`src/design/wb_pkg.sv`:
```
`default_nettype none

package wb_pkg;

	// Vector geometry
	localparam int WORD_BITS = 32;
	localparam int LANES = 16;
	localparam int LINE_BITS = WORD_BITS * LANES;

	// Register numbering
	localparam int STRAND_BITS = 2;
	localparam int REG_INDEX_BITS = 5;

	typedef logic [WORD_BITS-1:0] word_t;
	typedef logic [LINE_BITS-1:0] line_t;
	typedef logic [LANES-1:0] lane_mask_t;
	typedef logic [$clog2(LANES)-1:0] lane_index_t;

	// Strand in the top two bits, register index below
	typedef logic [STRAND_BITS+REG_INDEX_BITS-1:0] reg_num_t;

	// Scalar register index that aliases the PC
	localparam logic [REG_INDEX_BITS-1:0] PC_INDEX = 5'd31;

	// Format C (memory) instructions carry this in bits 31:30
	localparam logic [1:0] FMT_C_TAG = 2'b10;

	localparam lane_mask_t FULL_MASK = '1;

	// Memory operation, instruction bits 28:25
	typedef enum logic [3:0] {
		MEM_B = 4'd0,
		MEM_BX = 4'd1,
		MEM_S = 4'd2,
		MEM_SX = 4'd3,
		MEM_L = 4'd4,
		MEM_SYNC = 4'd5,
		MEM_CONTROL_REG = 4'd6,
		MEM_BLOCK = 4'd7,
		MEM_BLOCK_M = 4'd8,
		MEM_BLOCK_IM = 4'd9,
		MEM_STRIDED = 4'd10,
		MEM_STRIDED_M = 4'd11,
		MEM_STRIDED_IM = 4'd12,
		MEM_GATHER = 4'd13,
		MEM_GATHER_M = 4'd14,
		MEM_GATHER_IM = 4'd15
	} mem_op_t;

endpackage

`default_nettype wire

```
`src/design/lane_select_mux.sv`:
```
`default_nettype none

module lane_select_mux (
	input wire wb_pkg::line_t value,
	input wire wb_pkg::lane_index_t lane_select,
	output wb_pkg::word_t lane_value
);

	// Line split into words, lane 0 in the low bits
	wb_pkg::word_t lanes [wb_pkg::LANES];

	always_comb
	begin
		for (int i = 0; i < wb_pkg::LANES; i++)
		begin
			lanes[i] = value[i * wb_pkg::WORD_BITS +: wb_pkg::WORD_BITS];
		end
	end

	assign lane_value = lanes[lane_select];

endmodule

`default_nettype wire

```
`src/design/load_aligner.sv`:
```
`default_nettype none

module load_aligner (
	input wire wb_pkg::word_t lane_value,
	input wire [1:0] byte_offset,
	input wire wb_pkg::mem_op_t op,
	output wb_pkg::word_t aligned_value
);

	logic [7:0] byte_aligned;
	logic [15:0] half_aligned;

	// Big-endian lane, offset 0 is the top byte
	always_comb
	begin
		case (byte_offset)
			2'd0: byte_aligned = lane_value[31:24];
			2'd1: byte_aligned = lane_value[23:16];
			2'd2: byte_aligned = lane_value[15:8];
			default: byte_aligned = lane_value[7:0];
		endcase
	end

	// Halfword comes back with its bytes swapped
	always_comb
	begin
		if (byte_offset[1])
		begin
			half_aligned = {lane_value[7:0], lane_value[15:8]};
		end
		else
		begin
			half_aligned = {lane_value[23:16], lane_value[31:24]};
		end
	end

	always_comb
	begin
		case (op)
			wb_pkg::MEM_B:
				aligned_value = {24'b0, byte_aligned};
			wb_pkg::MEM_BX:
				aligned_value = {{24{byte_aligned[7]}}, byte_aligned};
			wb_pkg::MEM_S:
				aligned_value = {16'b0, half_aligned};
			wb_pkg::MEM_SX:
				aligned_value = {{16{half_aligned[15]}}, half_aligned};
			default:
			begin
				// Full word, byte-reversed
				aligned_value = {lane_value[7:0], lane_value[15:8],
					lane_value[23:16], lane_value[31:24]};
			end
		endcase
	end

endmodule

`default_nettype wire

```
`src/design/writeback_stage.sv`:
```
`default_nettype none

module writeback_stage (
	input wire clk,
	input wire reset,
	input wire wb_pkg::word_t ma_instruction,
	input wire wb_pkg::word_t ma_pc,
	input wire wb_pkg::reg_num_t ma_writeback_reg,
	input wire ma_writeback_is_vector,
	input wire ma_has_writeback,
	input wire wb_pkg::lane_mask_t ma_mask,
	input wire ma_was_access,
	input wire wb_pkg::line_t ma_result,
	input wire wb_pkg::lane_index_t ma_reg_lane_select,
	input wire wb_pkg::lane_index_t ma_cache_lane_select,
	input wire dcache_hit,
	input wire dcache_load_collision,
	input wire stbuf_rollback,
	input wire wb_pkg::line_t data_from_dcache,
	output logic wb_writeback_is_vector,
	output logic wb_has_writeback,
	output wb_pkg::reg_num_t wb_writeback_reg,
	output wb_pkg::line_t wb_writeback_value,
	output wb_pkg::lane_mask_t wb_writeback_mask,
	output logic wb_rollback_request,
	output wb_pkg::word_t wb_rollback_pc,
	output logic wb_suspend_request
);

	logic is_fmt_c;
	logic is_load;
	logic is_sync_store;
	logic is_control_transfer;
	logic is_block_load;
	logic cache_miss;
	logic pc_load;
	logic do_writeback;
	wb_pkg::mem_op_t c_op;
	wb_pkg::lane_index_t cache_lane;
	wb_pkg::word_t lane_value;
	wb_pkg::word_t aligned_value;
	wb_pkg::line_t swapped_line;
	wb_pkg::line_t writeback_value_nxt;
	wb_pkg::lane_mask_t mask_nxt;

	// Instruction decode
	assign is_fmt_c = ma_instruction[31:30] == wb_pkg::FMT_C_TAG;
	assign is_load = is_fmt_c && ma_instruction[29];
	assign c_op = wb_pkg::mem_op_t'(ma_instruction[28:25]);
	assign is_sync_store = is_fmt_c && !ma_instruction[29] && c_op == wb_pkg::MEM_SYNC;
	assign is_control_transfer = is_fmt_c && c_op == wb_pkg::MEM_CONTROL_REG;
	assign is_block_load = c_op == wb_pkg::MEM_BLOCK || c_op == wb_pkg::MEM_BLOCK_M
		|| c_op == wb_pkg::MEM_BLOCK_IM;

	assign cache_miss = !dcache_hit && ma_was_access && is_load && !dcache_load_collision;
	assign pc_load = ma_has_writeback && !ma_writeback_is_vector
		&& ma_writeback_reg[4:0] == wb_pkg::PC_INDEX && is_load;

	// Lane 0 of the line is the most significant word
	assign cache_lane = 4'd15 - ma_cache_lane_select;

	lane_select_mux u_lane_select_mux (
		.value(data_from_dcache),
		.lane_select(cache_lane),
		.lane_value(lane_value)
	);

	// Low address bits still sit in ma_result
	load_aligner u_load_aligner (
		.lane_value(lane_value),
		.byte_offset(ma_result[1:0]),
		.op(c_op),
		.aligned_value(aligned_value)
	);

	// Byte reverse within every lane for block loads
	always_comb
	begin
		for (int i = 0; i < wb_pkg::LANES; i++)
		begin
			swapped_line[i * 32 +: 32] = {data_from_dcache[i * 32 +: 8],
				data_from_dcache[i * 32 + 8 +: 8], data_from_dcache[i * 32 + 16 +: 8],
				data_from_dcache[i * 32 + 24 +: 8]};
		end
	end

	// Writeback source and lane mask
	always_comb
	begin
		if (is_sync_store)
		begin
			// Success flag comes back in the cache line
			writeback_value_nxt = data_from_dcache;
			mask_nxt = wb_pkg::FULL_MASK;
		end
		else if (is_load && !is_control_transfer && c_op < wb_pkg::MEM_BLOCK)
		begin
			writeback_value_nxt = {wb_pkg::LANES{aligned_value}};
			mask_nxt = wb_pkg::FULL_MASK;
		end
		else if (is_load && is_block_load)
		begin
			writeback_value_nxt = swapped_line;
			mask_nxt = ma_mask;
		end
		else if (is_load && !is_control_transfer)
		begin
			// Strided or gather, one lane per cycle
			writeback_value_nxt = {wb_pkg::LANES{aligned_value}};
			mask_nxt = (wb_pkg::lane_mask_t'(1) << ma_reg_lane_select) & ma_mask;
		end
		else
		begin
			writeback_value_nxt = ma_result;
			mask_nxt = ma_mask;
		end
	end

	// Rollback, in priority order
	always_comb
	begin
		if (dcache_load_collision || cache_miss || stbuf_rollback)
		begin
			// Collision, miss or store buffer rollback retries the instruction
			wb_rollback_request = 1'b1;
			wb_rollback_pc = ma_pc - 32'd4;
		end
		else if (pc_load)
		begin
			// Load into PC is a jump to the loaded value
			wb_rollback_request = 1'b1;
			wb_rollback_pc = aligned_value;
		end
		else
		begin
			wb_rollback_request = 1'b0;
			wb_rollback_pc = '0;
		end
	end

	assign wb_suspend_request = cache_miss || stbuf_rollback;
	assign do_writeback = ma_has_writeback && !wb_rollback_request;

	always_ff @(posedge clk)
	begin
		if (reset)
		begin
			wb_has_writeback <= 1'b0;
		end
		else
		begin
			wb_has_writeback <= do_writeback;
		end
	end

	always_ff @(posedge clk)
	begin
		wb_writeback_value <= writeback_value_nxt;
		wb_writeback_mask <= mask_nxt;
		wb_writeback_is_vector <= ma_writeback_is_vector;
		wb_writeback_reg <= ma_writeback_reg;
	end

endmodule

`default_nettype wire

```
`config.mk`:
```
export PLATFORM = sky130hd
export DESIGN_NAME = writeback_stage
export DESIGN_NICKNAME = d
export VERILOG_FILES = /design/src/design/wb_pkg.sv /design/src/design/lane_select_mux.sv /design/src/design/load_aligner.sv /design/src/design/writeback_stage.sv
export SDC_FILE = /design/constraint.sdc
export NUM_CORES = 2
export LEC_CHECK = 0
export BUFFER_PORTS_ARGS = -buffer_cell sky130_fd_sc_hd__buf_2
export CORE_AREA = 3 3 654 656
export CTS_CLUSTER_DIAMETER = 200
export DETAILED_ROUTE_END_ITERATION = 10
export DIE_AREA = 0 0 657 659
export SYNTH_ARGS = -nofsm -noshare
export SYNTH_HDL_FRONTEND = slang
export SYNTH_HIERARCHICAL = 1
export SYNTH_SLANG_ARGS = --single-unit
```
`constraint.sdc`:
```
create_clock -name clk -period 10.06 [get_ports clk]
set_input_delay 3.018 -clock clk [delete_from_list [all_inputs] [get_ports clk]]
set_output_delay 3.018 -clock clk [all_outputs]
set_load 0.05 [all_outputs]
```
After elaboration in Yosys (flattened, before gate mapping):

Cells that the tools add are included.

* bits in registers: 537
* output and inout port bits: 571
* word-level logic and storage cells: 68

* add/sub/neg operators: 2
* order comparisons: 2
* eq/ne operators: 12
* shift operators: 1
* multiplexer cells: 16
* bitwise operators: 2
* reductions and logical operators: 28

Operator list (count)
* 512-bit two-way mux: 4
* 32-bit binary-select mux with 4-bit select: 1
* 32-bit two-way mux: 4
* 32-bit case mux with 4 select lines: 1
* 16-bit two-way mux: 3
* 32-bit by 3-bit subtractor with 32-bit output (second input constant): 1
* 8-bit case mux with 3 select lines: 1
* 16-bit AND: 1
* 1-bit by 4-bit << shifter with 16-bit output (first input constant): 1
* 1-bit logical AND: 14
* 4-bit by 3-bit == test with 1-bit output (second input constant): 3
* 4-bit by 2-bit == test with 1-bit output (second input constant): 2
* 4-bit == test (second input constant): 2
* 1-bit zero test: 6
* 5-bit == test (second input constant): 1
* 5-bit >= comparator (second input constant): 1
* 1-bit logical OR: 5
* 4-bit NOT with 5-bit output: 1
* 2-bit == test (second input constant): 2
* 4-bit by 1-bit == test with 1-bit output (second input constant): 1
* 4-bit zero test: 1
* 4-bit by 3-bit < comparator with 1-bit output (second input constant): 1
* 4-bit subtractor (first input constant): 1
* 2-bit by 1-bit == test with 1-bit output (second input constant): 1
* 3 further kinds: 4

Longest topological paths before layout:

* depth after elaboration: 11
* depth in mapped cells: 16

Hierarchy:

The synthesis kept the hierarchy.

By module, submodules not included
* writeback_stage: times used 1, cells each 2670, area each 21957.3 sq um, sequential area each 10750.3 sq um
* lane_select_mux: times used 1, cells each 271, area each 3728.6 sq um, sequential area each 0.0 sq um
* load_aligner: times used 1, cells each 122, area each 862.1 sq um, sequential area each 0.0 sq um

Least setup slack after synthesis:

Ideal clock, no wire load.

* path type: input-to-output
* from: input port ma_cache_lane_select[0]
* to: output port wb_rollback_pc[29]
* arrival: 5.727 ns
* required time: 7.042 ns
* path slack: 1.315 ns
* cell stages on the path: 13
* buffers on the path: 3
* cells stage by stage: inv_1 -> buf_2 -> buf_4 -> mux4_2 -> a22oi_1 -> nand2_1 -> mux2_4 -> a2bb2oi_2 -> o221ai_4 -> buf_6 -> o21a_1 -> nand2_1 -> o21ai_0

* cells in the longest elaborated chain, start to end: 9
* elaborated cells between the ends (all ways): 10
* classes of those cells: 1 x add/sub; 8 x mux; 1 x bitwise

Ends and longest elaborated chain
* start: declaration: RTL line writeback_stage.sv:15 `input wire wb_pkg::lane_index_t ma_cache_lane_select,`
* 4-bit subtractor (*): RTL line writeback_stage.sv:60 `assign cache_lane = 4'd15 - ma_cache_lane_select;`
* 4-bit NOT with 5-bit output (implied by the code) (*): RTL line lane_select_mux.sv:20 `assign lane_value = lanes[lane_select];`
* 32-bit binary-select mux with 4-bit select (*): RTL line lane_select_mux.sv:20
* 32-bit two-way mux (implied by the code) (*) (2 in a row): RTL line lane_select_mux.sv:20
* named net lane_value[23]: RTL line writeback_stage.sv:40 `wb_pkg::word_t lane_value;`
* 8-bit case mux with 3 select lines / 16-bit two-way mux (equally long branches): RTL line load_aligner.sv:16, load_aligner.sv:27
* 32-bit case mux with 4 select lines (*): RTL line load_aligner.sv:39 `case (op)`
* named net aligned_value[29]: RTL line writeback_stage.sv:41 `wb_pkg::word_t aligned_value;`
* 32-bit two-way mux (*): RTL line writeback_stage.sv:128 `else if (pc_load)`
* 32-bit two-way mux (*): RTL line writeback_stage.sv:122 `if (dcache_load_collision || cache_miss || stbuf_rollback)`
* end: declaration: RTL line writeback_stage.sv:26 `output wb_pkg::word_t wb_rollback_pc,`

The timed path passes the listed nets; every way through them passes the cells marked *. The select of a mux whose other input is x is not followed.

Worst setup path after layout:

* from: input port ma_cache_lane_select[0]
* to: output port wb_rollback_pc[20]

* cells in the longest elaborated chain, start to end: 9
* elaborated cells between the ends (all ways): 10
* classes of those cells: 1 x add/sub; 8 x mux; 1 x bitwise

Ends and longest elaborated chain
* 4-bit subtractor (*): RTL line writeback_stage.sv:60
* named net cache_lane[0]: RTL line writeback_stage.sv:39 `wb_pkg::lane_index_t cache_lane;`
* 4-bit NOT with 5-bit output (implied by the code) (*): RTL line lane_select_mux.sv:20
* 32-bit binary-select mux with 4-bit select (*): RTL line lane_select_mux.sv:20
* 32-bit two-way mux (implied by the code) (*) (2 in a row): RTL line lane_select_mux.sv:20
* named net lane_value[23]: RTL line writeback_stage.sv:40
* 8-bit case mux with 3 select lines / 16-bit two-way mux (equally long branches): RTL line load_aligner.sv:16, load_aligner.sv:27
* 32-bit case mux with 4 select lines (*): RTL line load_aligner.sv:39
* named net aligned_value[20]: RTL line writeback_stage.sv:41
* 32-bit two-way mux (*): RTL line writeback_stage.sv:128
* 32-bit two-way mux (*): RTL line writeback_stage.sv:122

Marked as above.

==> out/qor.yml <==
run_status:
  status: "finished with violations"
  violations: "max-capacitance violations"
yosys:
  yosys.area.top_type_share_pct: 40.5
  synth_nets: 4191
  synth-edff-count: 0
  yosys_warnings: 6
  yosys_register_bits: 537
  ys_top_cells_by_count: "o21ai_0 (554), dfxtp_1 (537), o22ai_1 (536)"
  yosysUniqueCellTypes: 55
  syn_avg_cell_area_sq_um: 8.67
  synth_ff_type: "dfxtp_1"
  synth_seq_area_share_pct: 40.5
  synth_cells: 3063
  yosys.area.top_type: "dfxtp_1"
  synthArstFlopShare_pct: 0
  netlist_area_sq_um: 26500
  yosys-top-cells-area: "dfxtp_1 (40%), o22ai_1 (13%), mux4_2 (11%)"
  synth_most_common_cell: "o21ai_0"
routing:
  wirelength_mm: 470
  drt_iter0_drc: 6173
  wire_per_inst_um: 44.0
  drt_first_pass_iters: 8
  via_count: 40400
  drc: 0
  viasPerCell: 3.78
  drtAntennaViolNets: 0
sta:
  finalSetupViolations: 0
  report.final.slew_viol_count: 0
  slew_headroom_pct: 0.921
  hold_violations: 0
  rsz0062_at_grt: "yes"
  fmax_ghz: 0.100
  whs_ps: 2320
  min_period_over_period_pct: 99.1
  fin_crit_ps: 9970
  worst_pin_slew_ps: 1490
die:
  io_pins: 1698
  dieArea_sq_um: 433000
  die_width_um: 657
  die_h_um: 659
  rows: 239
  core-area_sq_um: 423000
  initial_utilization_pct: 6.28
setup_path:
  worstPathArrival_ps: 6950
  endpoint_kind: "output pin"
  cp-start-kind: "input port"
  critPathRequiredTime_ps: 7040
  cp_max_fo: 17
  worstSetupPathType: "input port to output pin"
layout:
  area_growth_pct: 75.4
  drive_gt1_share_pct: 47.1
  multi_input_area_sq_um: 14700
  largest_reg_flops: 512
  n_fill_cell: 49400
  layout.nets: 5840
  seq_area_sq_um: 10800
min_path:
  hold_class: "input port to flop"
cts:
  root_buffer: "clkbuf_16"
  path_clk_slew_ps: 70
  htree_levels: 3
  clock-sinks: 537
  cts_buffer_depth: 4
  post-cts-setup-buffers: 0
  cts_tree: "yes"
  cts_buffers: 89
power:
  ir_worst_vdd_uv: 127
  power_frac_seq_pct: 26.8
  powerDensity_nw_per_um2: 193
  p_total_mw: 8.99
  intPower_mw: 5.00
  p_switching_mw: 3.99
  p_sw_share_pct: 44.4
  combPwrFrac_pct: 35.1
  leakage_nw: 17.8
  power_frac_clock_pct: 38.1
placed_design:
  portBuffers: 1672
  hpwl_mm: 415
  place.gp.congestion: 0.937
job:
  cap_violations: 1
global_route:
  grt_pass1_vias: 36006
  grt_max_degree: 172
  grt_pass1_wl_mm: 545
  track_usage_pct: 20.6
  antenna_found_initial: 328
  overflow: 0
-- cell usage in the layout (no fill, tap or decap), types with 24 or more instances in the layout --
master     synthesis  layout
a21oi_1          451     438
a22oi_1           66      65
buf_2             57    1671
buf_4             13     195
clkbuf_16          0      90
dfxtp_1          537     537
diode_2            0     248
mux4_2           135     135
nand2_1          139     127
nor2_1            87      84
nor3_1            24      24
o21ai_0          554     531
o21ai_1           23      25
o22ai_1          536     536
-- path summary, 6_finish.rpt --
| path | start | end | slack (ps) | cells after the start |
|---|---|---|---|---|
| min | ma_writeback_reg[6] | wb_writeback_reg[6] | 2320 | 1 |
| max | ma_cache_lane_select[0] | wb_rollback_pc[20] | 90 | 14 |
-- per-layer routing --
layer	wire, um	global-route usage [%]
met5	931	0.362
met4	25300	9.19
met3	72800	12.5
met2	204000	31.6
met1	167000	22.6
-- worst max-delay path, cell delays in order --
cell and delay [ps]:
buf_2 130, inv_8 210, buf_12 240, buf_12 240
mux4_2 650, a22oi_1 220, nand2_1 170, mux2_4 340
a2bb2oi_2 220, o221ai_4 300, o21a_1 300, nand2_2 210
o21ai_0 240, buf_2 320
-- power groups by stage --
stage	Sequential (mW)	Clock [mW]	Combinational, mW
after floorplan	3.23	0	0.524
after global placement	2.44	0	3.16
after detailed placement	2.45	0	3.15
after CTS	2.41	3.55	3.16
after global routing	2.42	3.59	3.23
final	2.41	3.42	3.16
-- metrics by stage --
stage	worst slack, ps	setup TNS, ps	cells	cell area (sq um)	util (%)
after global routing	-1.36	-1.36	10587	46300	11.0
final	93.3	0	10690	46600	11.0
after detailed placement	-254	-1940	10283	42800	10.1
after floorplan	1320	0	3063	26500	-
after global placement	-208	-1100	10283	42800	10.1
after CTS	6.96	0	10441	45900	10.9
-- what timing repair did --
item	4_1_cts	5_1_grt
gates cloned	0	1
hold buffers	0	0
resized for setup	4	10
endpoints found under the setup margin	22	10
-- final cells by class --
class | count | share of cell area (%)
Timing Repair Buffer | 1888 | 22.1
Multi-Input combinational cell | 2188 | 31.6
Clock buffer | 110 | 5.25
Clock inverter | 48 | 1.30
Antenna cell | 248 | 1.33
Sequential cell | 537 | 23.1
Inverter | 8 | 0.0967
Tap cell | 5663 | 15.2
-- logic make-up after synthesis --
group / share of synthesized area (%)
buf+inv: 5.34
simple gates: 5.81
fa+ha+maj: 0.0471
xor+xnor: 0.924
flops: 40.5
mux: 11.8
compound gates: 35.5
Power figures use the tool's default switching activity.
